$ cat config.mk
export PLATFORM = sky130hd
export DESIGN_NAME = ahb_mtx_output_stage
export DESIGN_NICKNAME = d
export VERILOG_FILES = /design/src/rtl/ahb_mtx_pkg.sv /design/src/rtl/ahb_addr_phase_stage.sv /design/src/rtl/ahb_data_phase_stage.sv /design/src/rtl/ahb_mtx_output_stage.sv /design/src/rtl/ahb_output_arbiter.sv
export SDC_FILE = /design/constraint.sdc
export NUM_CORES = 1
export LEC_CHECK = 0
export BUFFER_PORTS_ARGS = -buffer_cell sky130_fd_sc_hd__buf_2
export CAP_MARGIN = 40
export CORE_AREA = 4 4 132 134
export CTS_BUF_LIST = sky130_fd_sc_hd__clkbuf_16
export DETAILED_ROUTE_END_ITERATION = 8
export DIE_AREA = 0 0 136 138
export MAX_ROUTING_LAYER = met4
export SETUP_SLACK_MARGIN = 0.05
export SLEW_MARGIN = 20
export SYNTH_ARGS = -nofsm -noshare
export SYNTH_HDL_FRONTEND = slang
export SYNTH_SLANG_ARGS = --single-unit
$ cat constraint.sdc
create_clock -name HCLK -period 6.2 [get_ports HCLK]
set_input_delay 0 -clock HCLK [delete_from_list [all_inputs] [get_ports HCLK]]
set_output_delay 0 -clock HCLK [all_outputs]
set_load 0.02 [all_outputs]
$ cat src/rtl/ahb_mtx_pkg.sv
/*
 * Shared definitions for the AHB matrix output stage
 *   bus widths
 *   HTRANS transfer codes and HBURST burst codes
 *   packed address-phase control struct of one port
 */

package ahb_mtx_pkg;

  // ----------------------------------------
  // Bus widths
  // ----------------------------------------
  localparam int ADDR_W = 32;                 // HADDR width
  localparam int DATA_W = 32;                 // HWDATA width

  // ----------------------------------------
  // Transfer and burst codes
  // ----------------------------------------
  typedef enum logic [1:0]
  {
    TRANS_IDLE   = 2'b00,                     // No transfer
    TRANS_BUSY   = 2'b01,                     // Burst paused by master
    TRANS_NONSEQ = 2'b10,                     // First beat or single
    TRANS_SEQ    = 2'b11                      // Following burst beat
  } trans_t;

  localparam logic [2:0] BURST_SINGLE = 3'b000; // Single transfer
  localparam logic [2:0] BURST_INCR4  = 3'b011; // Four-beat incrementing

  // ----------------------------------------
  // Address-phase control of one port
  // ----------------------------------------
  // Field order follows the AHB signal list, sel in the top bit
  typedef struct packed
  {
    logic              sel;                   // HSEL
    logic [ADDR_W-1:0] addr;                  // HADDR
    trans_t            trans;                 // HTRANS
    logic              write;                 // HWRITE
    logic [2:0]        size;                  // HSIZE
    logic [2:0]        burst;                 // HBURST
    logic [3:0]        prot;                  // HPROT
    logic [3:0]        master;                // HMASTER id
    logic              mastlock;              // HMASTLOCK
  } ahb_addr_ctrl_t;

endpackage

$ cat src/rtl/ahb_addr_phase_stage.sv
/*
 * Address phase of the AHB matrix output stage
 *   address/control multiplexer onto the shared slave
 *   one-hot active decode back to the ports
 *   locked-sequence tracking and qualified lock for arbitration
 */

`timescale 1ns/100ps

module ahb_addr_phase_stage #(
  parameter  int NUM_PORTS = 3,
  localparam int PORT_W    = (NUM_PORTS > 1) ? $clog2(NUM_PORTS) : 1
) (
  input  logic                        HCLK,                    // AHB clock
  input  logic                        HRESETn,                 // Sync reset, active low
  input  logic                        i_hreadymux,             // Transfer accepted
  input  ahb_mtx_pkg::ahb_addr_ctrl_t i_port_ctrl [NUM_PORTS], // Port address/control
  input  logic [PORT_W-1:0]           i_addr_in_port,          // Granted port
  input  logic                        i_no_port,               // No port granted
  output ahb_mtx_pkg::ahb_addr_ctrl_t o_ctrl,                  // Slave address/control
  output logic [NUM_PORTS-1:0]        o_active,                // Port owns address phase
  output logic                        o_lock_arb               // Lock seen by arbiter
);

  logic hsel_lock;      // Locked sequence in progress
  logic next_hsel_lock; // Pre-registered hsel_lock
  logic lock_start;     // Locked transfer selected here

  // ----------------------------------------
  // Address mux and active decode
  // ----------------------------------------
  always_comb
  begin : p_addr_mux
    o_ctrl   = '0;                                  // Idle, unselected default
    o_active = '0;
    for (int p = 0; p < NUM_PORTS; p++)
    begin
      if (!i_no_port && (i_addr_in_port == PORT_W'(p)))
      begin
        o_ctrl      = i_port_ctrl[p];               // Live port inputs
        o_active[p] = 1'b1;                         // One-hot feedback
      end
    end
  end

  // ----------------------------------------
  // Locked-sequence tracking
  // ----------------------------------------
  // A master may address another slave mid-sequence with HSEL low here
  // while keeping HMASTLOCK high, so the lock is remembered until released
  assign lock_start = o_ctrl.sel & o_ctrl.mastlock &
                      ((o_ctrl.trans == ahb_mtx_pkg::TRANS_NONSEQ) |
                       (o_ctrl.trans == ahb_mtx_pkg::TRANS_SEQ));

  always_comb
  begin : p_next_lock
    if (lock_start)
      next_hsel_lock = 1'b1;                        // Sequence begins
    else if (!o_ctrl.mastlock)
      next_hsel_lock = 1'b0;                        // Sequence ends
    else
      next_hsel_lock = hsel_lock;
  end

  always_ff @(posedge HCLK)
  begin : p_hsel_lock
    if (!HRESETn)
      hsel_lock <= 1'b0;
    else if (i_hreadymux)                           // Only on accepted phase
      hsel_lock <= next_hsel_lock;
  end

  // Mastlock masked when unselected unless already locked through here
  assign o_lock_arb = o_ctrl.mastlock & (hsel_lock | o_ctrl.sel);

endmodule

$ cat src/rtl/ahb_data_phase_stage.sv
/*
 * Data phase of the AHB matrix output stage
 *   data-phase port and slave-select registers
 *   write-data multiplexer and HREADY generation
 */

`timescale 1ns/100ps

module ahb_data_phase_stage #(
  parameter  int NUM_PORTS = 3,
  localparam int PORT_W    = (NUM_PORTS > 1) ? $clog2(NUM_PORTS) : 1
) (
  input  logic                             HCLK,                // AHB clock
  input  logic                             HRESETn,             // Sync reset, active low
  input  logic [ahb_mtx_pkg::DATA_W-1:0]   i_wdata [NUM_PORTS], // Port write data
  input  logic [PORT_W-1:0]                i_addr_in_port,      // Address-phase port
  input  logic                             i_hsel,              // Address-phase HSEL
  input  logic                             i_hreadyout,         // Slave ready
  output logic [ahb_mtx_pkg::DATA_W-1:0]   o_hwdata,            // Slave write data
  output logic                             o_hreadymux          // Muxed HREADY
);

  logic [PORT_W-1:0] data_in_port; // Port owning data phase
  logic              slave_sel;    // Slave selected in data phase

  // ----------------------------------------
  // Data-phase registers
  // ----------------------------------------
  // Address phase moves to data phase only when accepted
  always_ff @(posedge HCLK)
  begin : p_data_regs
    if (!HRESETn)
    begin
      data_in_port <= '0;
      slave_sel    <= 1'b0;                         // Ready is 1 out of reset
    end
    else if (o_hreadymux)
    begin
      data_in_port <= i_addr_in_port;
      slave_sel    <= i_hsel;
    end
  end

  // ----------------------------------------
  // Write-data mux
  // ----------------------------------------
  always_comb
  begin : p_data_mux
    o_hwdata = '0;
    for (int p = 0; p < NUM_PORTS; p++)
    begin
      if (data_in_port == PORT_W'(p))
        o_hwdata = i_wdata[p];                      // Registered port's data
    end
  end

  // ----------------------------------------
  // HREADY generation
  // ----------------------------------------
  // Slave's own ready while it holds a data phase, else always ready
  assign o_hreadymux = slave_sel ? i_hreadyout : 1'b1;

endmodule

$ cat src/rtl/ahb_mtx_output_stage.sv
/*
 * Output stage of an AHB bus matrix
 *   routes the granted input port onto one shared slave
 *   arbiter, address-phase stage and data-phase stage
 */

`timescale 1ns/100ps

module ahb_mtx_output_stage #(
  parameter  int NUM_PORTS = 3,
  localparam int PORT_W    = (NUM_PORTS > 1) ? $clog2(NUM_PORTS) : 1
) (
  input  logic                           HCLK,                    // AHB clock
  input  logic                           HRESETn,                 // Sync reset, active low
  input  ahb_mtx_pkg::ahb_addr_ctrl_t    i_port_ctrl [NUM_PORTS], // Port address/control
  input  logic                           i_held_tran [NUM_PORTS], // Port holds a transfer
  input  logic [ahb_mtx_pkg::DATA_W-1:0] i_wdata [NUM_PORTS],     // Port write data
  input  logic                           i_hreadyout,             // Slave ready
  output ahb_mtx_pkg::ahb_addr_ctrl_t    o_ctrl,                  // Slave address/control
  output logic [NUM_PORTS-1:0]           o_active,                // Port active feedback
  output logic [ahb_mtx_pkg::DATA_W-1:0] o_hwdata,                // Slave write data
  output logic                           o_hreadymux              // Muxed HREADY
);

  logic [PORT_W-1:0] addr_in_port;         // Granted port
  logic              no_port;              // Nothing granted
  logic              lock_arb;             // Qualified lock
  logic              hreadymux;            // Internal HREADY
  logic              port_sel [NUM_PORTS]; // Per-port HSEL

  // ----------------------------------------
  // Port selects for arbitration
  // ----------------------------------------
  for (genvar p = 0; p < NUM_PORTS; p++)
  begin : g_port_sel
    assign port_sel[p] = i_port_ctrl[p].sel;
  end

  // Arbiter, owner state taken from the muxed control
  ahb_output_arbiter #(
    .NUM_PORTS      (NUM_PORTS)
  ) u_output_arb (
    .HCLK           (HCLK),
    .HRESETn        (HRESETn),
    .i_hreadymux    (hreadymux),
    .i_sel          (port_sel),
    .i_held_tran    (i_held_tran),
    .i_owner_ctrl   (o_ctrl),
    .i_lock_arb     (lock_arb),
    .o_addr_in_port (addr_in_port),
    .o_no_port      (no_port)
  );

  // Address phase mux and lock tracking
  ahb_addr_phase_stage #(
    .NUM_PORTS      (NUM_PORTS)
  ) u_addr_stage (
    .HCLK           (HCLK),
    .HRESETn        (HRESETn),
    .i_hreadymux    (hreadymux),
    .i_port_ctrl    (i_port_ctrl),
    .i_addr_in_port (addr_in_port),
    .i_no_port      (no_port),
    .o_ctrl         (o_ctrl),
    .o_active       (o_active),
    .o_lock_arb     (lock_arb)
  );

  // Data phase mux and HREADY
  ahb_data_phase_stage #(
    .NUM_PORTS      (NUM_PORTS)
  ) u_data_stage (
    .HCLK           (HCLK),
    .HRESETn        (HRESETn),
    .i_wdata        (i_wdata),
    .i_addr_in_port (addr_in_port),
    .i_hsel         (o_ctrl.sel),
    .i_hreadyout    (i_hreadyout),
    .o_hwdata       (o_hwdata),
    .o_hreadymux    (hreadymux)
  );

  assign o_hreadymux = hreadymux;                   // To slave and ports

endmodule

$ cat src/rtl/ahb_output_arbiter.sv
/*
 * Round-robin arbiter of the AHB matrix output stage
 *   request forming from sel and held transfer
 *   owner hold for locked sequences and unfinished bursts
 *   registered grant index and no-port flag
 */

`timescale 1ns/100ps

module ahb_output_arbiter #(
  parameter  int NUM_PORTS = 3,
  localparam int PORT_W    = (NUM_PORTS > 1) ? $clog2(NUM_PORTS) : 1
) (
  input  logic                        HCLK,            // AHB clock
  input  logic                        HRESETn,         // Sync reset, active low
  input  logic                        i_hreadymux,     // Transfer accepted
  input  logic                        i_sel [NUM_PORTS],       // Port HSEL
  input  logic                        i_held_tran [NUM_PORTS], // Port holds a transfer
  input  ahb_mtx_pkg::ahb_addr_ctrl_t i_owner_ctrl,    // Current owner's control
  input  logic                        i_lock_arb,      // Qualified lock of owner
  output logic [PORT_W-1:0]           o_addr_in_port,  // Granted port index
  output logic                        o_no_port        // No port granted
);

  logic [NUM_PORTS-1:0] req;          // Per-port request
  logic                 burst_hold;   // Owner is mid-burst
  logic                 keep_owner;   // Grant stays with owner
  logic [PORT_W-1:0]    rr_port;      // Round-robin winner
  logic                 rr_found;     // Any request seen
  logic [PORT_W-1:0]    next_port;    // Pre-registered grant
  logic                 next_no_port; // Pre-registered no-port

  // ----------------------------------------
  // Requests and hold conditions
  // ----------------------------------------
  always_comb
  begin : p_req
    for (int p = 0; p < NUM_PORTS; p++)
      req[p] = i_sel[p] & i_held_tran[p];           // Selected and holding
  end

  // BUSY or SEQ means more beats follow, NONSEQ of a burst starts one
  assign burst_hold = (i_owner_ctrl.trans == ahb_mtx_pkg::TRANS_BUSY) |
                      (i_owner_ctrl.trans == ahb_mtx_pkg::TRANS_SEQ) |
                      ((i_owner_ctrl.trans == ahb_mtx_pkg::TRANS_NONSEQ) &
                       (i_owner_ctrl.burst != ahb_mtx_pkg::BURST_SINGLE));

  // Locked owner keeps the grant even while its HSEL is low
  assign keep_owner = ~o_no_port & (i_lock_arb | burst_hold);

  // ----------------------------------------
  // Round-robin search
  // ----------------------------------------
  // Starts one past the last granted port and wraps
  always_comb
  begin : p_rr_search
    int idx;
    rr_port  = o_addr_in_port;                      // Default keeps pointer
    rr_found = 1'b0;
    for (int off = 1; off <= NUM_PORTS; off++)
    begin
      idx = int'(o_addr_in_port) + off;
      if (idx >= NUM_PORTS)
        idx = idx - NUM_PORTS;                      // Wrap around
      if (!rr_found && req[idx])
      begin
        rr_found = 1'b1;                            // First hit wins
        rr_port  = PORT_W'(idx);
      end
    end
  end

  // Next grant selection
  always_comb
  begin : p_next_grant
    if (keep_owner)
    begin
      next_port    = o_addr_in_port;                // Hold owner
      next_no_port = 1'b0;
    end
    else if (rr_found)
    begin
      next_port    = rr_port;                       // Rotate
      next_no_port = 1'b0;
    end
    else
    begin
      next_port    = o_addr_in_port;                // Index kept as pointer
      next_no_port = 1'b1;
    end
  end

  // ----------------------------------------
  // Grant register
  // ----------------------------------------
  always_ff @(posedge HCLK)
  begin : p_grant_reg
    if (!HRESETn)
    begin
      o_addr_in_port <= PORT_W'(NUM_PORTS - 1);     // First grant goes to 0
      o_no_port      <= 1'b1;
    end
    else if (i_hreadymux)                           // Hold under wait states
    begin
      o_addr_in_port <= next_port;
      o_no_port      <= next_no_port;
    end
  end

endmodule
==> results of run 1 <==
per-stage QoR:
step	util (%)	hold WS (ns)	cell area, um^2	instances	power [W]
after floorplan	-	0.0762	2240	361	0.00105
after global placement	25.0	0.232	4080	890	0.00157
after detailed placement	25.4	0.236	4140	893	0.00158
after CTS	25.9	0.144	4220	898	0.00170
after global routing	25.9	0.183	4230	899	0.00182
final	25.9	0.136	4230	899	0.00168
registers in the layout, summed over array words and instances (netlist names):
| name | flops |
|---|---|
| u_output_arb.o_no_port | 1 |
| u_data_stage.slave_sel | 1 |
| u_data_stage.data_in_port | 2 |
| u_output_arb.o_addr_in_port | 2 |
| u_addr_stage.hsel_lock | 1 |
how the worst max path moves through the flow:
stage,start,end,slack (ns)
after floorplan,u_output_arb.o_addr_in_port[0]$_SDFFE_PN0P_,u_output_arb.o_addr_in_port[0]$_SDFFE_PN0P_,3.96
after global placement,u_output_arb.o_addr_in_port[0]$_SDFFE_PN0P_,u_output_arb.o_addr_in_port[0]$_SDFFE_PN0P_,3.25
after detailed placement,u_output_arb.o_addr_in_port[0]$_SDFFE_PN0P_,u_output_arb.o_addr_in_port[0]$_SDFFE_PN0P_,3.20
after CTS,u_output_arb.o_addr_in_port[0]$_SDFFE_PN0P_,u_output_arb.o_addr_in_port[0]$_SDFFE_PN0P_,3.19
after global routing,u_output_arb.o_addr_in_port[0]$_SDFFE_PN0P_,u_output_arb.o_addr_in_port[0]$_SDFFE_PN0P_,2.92
final,u_output_arb.o_addr_in_port[0]$_SDFFE_PN0P_,u_output_arb.o_addr_in_port[0]$_SDFFE_PN0P_,3.18
synth_stat cells (2+ instances only):
cell type  number
nor2_1         91
a221oi_1       47
nand2_1        41
o21ai_0        35
mux2i_1        33
clkbuf_1       22
a21oi_1        11
inv_1          10
dfxtp_1         7
buf_2           6
nand3b_1        6
nor2b_1         5
ha_1            4
a31oi_1         3
buf_6           3
o21ai_1         3
o22ai_1         3
a221oi_2        2
buf_1           2
nand3_1         2
nor3_1          2
o21a_1          2
critical path: stages, from the launching register on:
cell	delay, ns
dfxtp_1	0.42
inv_1	0.13
ha_1	0.38
nand2b_2	0.12
buf_4	0.43
inv_2	0.44
a221o_1	0.39
o21ai_2	0.08
nand3_2	0.13
nor3_1	0.24
nor3b_2	0.07
power by group through the flow:
stage                     registers [W]  clock network (W)  logic, W
final                         0.0000940           0.000108   0.00147
after global routing          0.0000996           0.000114   0.00160
after CTS                     0.0000949           0.000111   0.00149
after detailed placement      0.0000953                  0   0.00149
after global placement         0.000113                  0   0.00146
after floorplan               0.0000703                  0  0.000977
per-layer routing:
layer / up-vias / part of all wire, % / wire length (um) / global-route usage (%)
li1: 1952 / - / - / -
met1: 1701 / 40 / 5810 / 17.0
met2: 256 / 47 / 6820 / 24.4
met3: 12 / 11 / 1560 / 2.65
met4: 0 / 1.3 / 194 / 2.60
met5: - / 0 / 0 / -
cells by family after synthesis:
family / Yosys count / share of synthesized area, %
compound gates: 113 / 35.7
xor+xnor: 1 / 0.391
fa+ha+maj: 4 / 2.24
buf+inv: 46 / 9.39
flops: 7 / 6.26
mux: 34 / 15.3
simple gates: 156 / 30.8
cell type report:
cell class              count  area [um^2]  share of cell area, %
diodes                      1         2.50                 0.0592
clock buffers               3         75.1                   1.78
clock inverters             1         3.75                 0.0888
inverters                  11         41.3                  0.977
multi-input cells         308         1890                   44.8
flip-flops and latches      7          141                   3.35
well taps                 220          275                   6.51
repair buffers            348         1790                   42.5
repair_timing:
action	CTS	global route
setup endpoints to repair	0	0
hold buffers	1	0
hold endpoints to repair	1	0
==> metrics.yaml, run 1 <==
logic_synthesis:
  synth_seq_cells: 7
  yosysWarnings: 0
  yosysTopAreaCell: "a221oi_1"
  syn-num-nets: 620
  seq_area_frac_synth_pct: 6.26
  yosysUniqueCellTypes: 43
  async_reset_ff_share_pct: 0
  netlist_instances: 361
  synth_area_per_cell_um2: 6.20
  synth_flop_cell: "dfxtp_1"
  netlist_area_mm2: 0.00224
  synth_edf_count: 0
  synth_top_area_share_pct: 18.4
  synthTopCellsByArea: "a221oi_1 (18%), nor2_1 (15%), mux2i_1 (15%)"
pwr:
  swShare_pct: 60.9
  ir_worst_vdd_mv: 0.165
  power.internal_w: 0.000656
  p_seq_share_pct: 5.6
  comb_power_share_pct: 87.9
  power.share.clock_pct: 6.5
  powerDensity_mw_per_mm2: 397
  leakage_nw: 2.23
  p_switching_w: 0.00102
worst_hold_path:
  hold_path_depth: 4
  worstHoldEndpoint: "u_data_stage.data_in_port[0]$_SDFFE_PN0P_"
  worstHoldPathType: "primary input to register"
  hold_start: "i_hreadyout"
sta:
  fin_crit_ns: 3.02
  clock.fmax_ghz: 0.331
  slew_headroom_pct: 48.8
  setup_violations: 0
  slew_violations: 0
  setup-tns-final_ns: 0
  hold_viol: 0
  period_share_pct: 48.7
  setup_ws_ns: 3.18
  fin_skew_ns: 0.000264
  tightest_slew_ns: 0.767
  rsz0062_at_grt: "false"
final_layout:
  mostFrequentLayoutCells: "buf_2 (341), nor2_1 (91), a221oi_1 (47)"
  syn2layout_area_growth_pct: 88.8
  layout_commonest_cell: "buf_2"
  final_nets: 938
  drive_gt1_share_pct: 53.5
  num-fill-cells: 1866
clock_network:
  clk_latency_ns: 0.23
  cts_inserted_buffers: 3
  cts_tree: "built"
  cts_resized: 0
  cts-root-buf: "clkbuf_16"
  cts_buffer_depth: 2
  post-cts-setup-buffers: 0
  cts_num_sinks: 7
  htree_levels: 1
  clk_pin_slew_ns: 0.04
global_route:
  first_global_vias: 3800
  grt_max_degree: 48
  grt_overflow: 0
  grt_usage_pct: 14.0
  grt_pass1_wl_um: 20800
  antenna_found_initial: 1
critical_path:
  regToRegSetupSlack_ns: 3.18
  worst-endpoint-arrival_ns: 3.13
  reg2reg_from: "u_output_arb.o_addr_in_port[0]$_SDFFE_PN0P_"
  worstReg2RegEnd: "u_output_arb.o_addr_in_port[0]$_SDFFE_PN0P_"
  worstSetupEndpointType: "register"
  rr_worst_depth: 10
  critPathRequiredTime_ns: 6.31
  critPathLaunchType: "register"
  crit_fanout: 47
  critPathKind: "register to register"
run_status:
  status: "finished clean"
routing:
  drt-wirelength-per-cell_um: 16.0
  routed_via_density: 4.36
  drtIter0Drc: 192
  num_vias: 3921
  drc_errors: 0
  ant_nets: 0
  drtPass1Iterations: 4
  routed_wl_um: 14400
job:
  cap_violations: 0
floorplan:
  die_x_um: 136
  die_y_um: 138
  initial_utilization_pct: 13.7
  die-area_mm2: 0.0188
  ios: 342
  rows: 47
  core_mm2: 0.0163
place:
  gp_congestion: 0.883
  portBuffers: 341
  hpwlAfterDp_um: 12500
  place_ws_ns: 3.20
No activity file was read; power rests on OpenSTA's default activity.
==> run 2, diff against run 1 <==
- clock period: 6.2 -> 2.7 ns (I/O delays scaled with it)
==> run 2 against run 1 <==
  * Non-clock buffer count unchanged
  * Count of clock-buffer cells in the layout unchanged
  * Sequential power is 130% higher
  * Largest cell class unchanged
  * Highest routed layer unchanged
==> metrics.yaml, run 2 (same netlist as run 1, synthesis figures left out) <==
final_layout:
  layout.cells.non_filler: 899
  num-fill-cells: 1866
  final_nets: 938
  multiInputGateArea_mm2: 0.00190
  layout_commonest_cell: "buf_2"
  drive_gt1_share_pct: 53.8
  mostFrequentLayoutCells: "buf_2 (341), nor2_1 (91), a221oi_1 (47)"
  syn2layout_area_growth_pct: 87.4
  top_regs: "u_data_stage.data_in_port: 2 flops, u_output_arb.o_addr_in_port: 2 flops"
  seq_area_um2: 141
pwr:
  ir_worst_vdd_mv: 0.810
  powerDensity_mw_per_mm2: 917
  leakage_nw: 2.22
floorplan:
  die-area_mm2: 0.0188
  core_mm2: 0.0163
  die_y_um: 138
  rows: 47
  die_x_um: 136
  ios: 342
  initial_utilization_pct: 13.7
sta:
  fin_crit_ns: 2.38
  slew_headroom_pct: 52.1
  clock.fmax_ghz: 0.421
  tightest_slew_ns: 0.718
  hold_viol: 0
  fin_skew_ns: 0.000168
  rsz0062_at_grt: "false"
  period_share_pct: 88.0
  slew_violations: 0
  setup_violations: 0
  setup-tns-final_ns: 0
clock_network:
  holdBufCountCts: 0
  htree_levels: 1
  cts_num_sinks: 7
  cts_tree: "built"
  clk_latency_ns: 0.23
  cts_buffer_depth: 2
  cts_inserted_buffers: 3
  clk_pin_slew_ns: 0.04
  cts-root-buf: "clkbuf_16"
critical_path:
  critPathKind: "register to output pin"
  critPathRequiredTime_ns: 2.70
  slowest_stage: "ha_1"
  slowest_delay_ns: 0.47
  regToRegSetupSlack_ns: 0.43
  rr_worst_depth: 7
  worstReg2RegEnd: "u_output_arb.o_addr_in_port[1]$_SDFFE_PN1P_"
  worst-endpoint-arrival_ns: 2.38
  reg2reg_from: "u_output_arb.o_addr_in_port[0]$_SDFFE_PN0P_"
  path_cells: "inv_1 > ha_1 > nand2b_2 > inv_2 > buf_4 > a221oi_1 > nor2_1 > buf_2"
  critPathLaunchType: "register"
  crit_fanout: 45
  worstSetupEndpointType: "output pin"
place:
  portBuffers: 341
  dp.cells: 894
  gp_congestion: 0.905
  hpwlAfterDp_um: 12700
global_route:
  antenna_found_initial: 1
  grt_pass1_wl_um: 21300
  grt_usage_pct: 14.3
  grt_overflow: 0
  first_global_vias: 3912
  grt_max_degree: 46
routing:
  drt-wirelength-per-cell_um: 16.2
  routed_wl_um: 14500
  num_vias: 3992
  ant_nets: 0
  drtIter0Drc: 183
  routed_via_density: 4.44
  drc_errors: 0
  drtPass1Iterations: 8
worst_hold_path:
  worstHoldPathType: "primary input to register"
  hold_path_depth: 2
  worstHoldEndpoint: "u_output_arb.o_addr_in_port[1]$_SDFFE_PN1P_"
  hold_start: "HRESETn"
run_status:
  status: "finished clean"
job:
  cap_violations: 0
run 2: cell count changes in the layout (fill, tap and decap cells not counted), sizes merged:
cell / previous run / this run
buf: 347 / 348
dlygate4sd3: 1 / 0
run 2: how the worst max path moves through the flow:
stage,slack (ns),startpoint,end
after detailed placement,0.44,u_output_arb.o_addr_in_port[0]$_SDFFE_PN0P_,u_output_arb.o_addr_in_port[0]$_SDFFE_PN0P_
after CTS,0.23,u_output_arb.o_addr_in_port[0]$_SDFFE_PN0P_,o_ctrl[14]
after floorplan,0.46,u_output_arb.o_addr_in_port[0]$_SDFFE_PN0P_,u_output_arb.o_addr_in_port[0]$_SDFFE_PN0P_
after global placement,0.48,u_output_arb.o_addr_in_port[0]$_SDFFE_PN0P_,u_output_arb.o_addr_in_port[1]$_SDFFE_PN1P_
final,0.32,u_output_arb.o_addr_in_port[0]$_SDFFE_PN0P_,o_ctrl[41]
after global routing,0.11,u_output_arb.o_addr_in_port[0]$_SDFFE_PN0P_,o_ctrl[14]
run 2: metal layers:
layer	vias up	part of all wire, %	GRT usage, %
li1	1950	-	-
met1	1763	41	17.5
met2	275	49	25.4
met3	4	10	2.40
met4	0	0.57	1.49
met5	-	0	-
run 2: through the flow:
stage	hold WS [ns]	cell area (um^2)	power, W	util, %	setup WS, ns
after floorplan	0.0762	2240	0.00240	-	0.464
after global placement	0.242	4110	0.00361	25.2	0.481
after detailed placement	0.240	4110	0.00362	25.2	0.439
after CTS	0.00811	4190	0.00388	25.7	0.227
after global routing	0.0125	4190	0.00417	25.7	0.107
final	0.00820	4190	0.00385	25.7	0.324
run 2: layout make-up:
type                       count  area share [%]
inverter                      11           0.984
timing repair buffer         348            41.9
multi-input combinational    308            45.2
tap                          220            6.56
clock inverter                 1          0.0895
antenna                        1          0.0597
sequential                     7            3.37
clock buffer                   3            1.79
run 2: timing repair:
action | 4_1_cts | 5_1_grt
setup endpoints to repair | 0 | 9
gates resized for setup | 0 | 1
setup buffers | 0 | 0
run 2: power by group:
group          switching (W)  internal [W]  total [W]
Sequential         0.0000799      0.000135   0.000215
Clock              0.0000567      0.000193   0.000249
Combinational        0.00221       0.00117    0.00338
Total                0.00235       0.00150    0.00385
run 2: worst max-delay path: cells and delay by family (launching register included):
family                     cells  cell delay, ns
and+or+nand+nor                2            0.33
AOI/OAI and AO/OA              1            0.15
adders and majority gates      1            0.47
DFF                            1            0.36
buffers and inverters          4            0.82
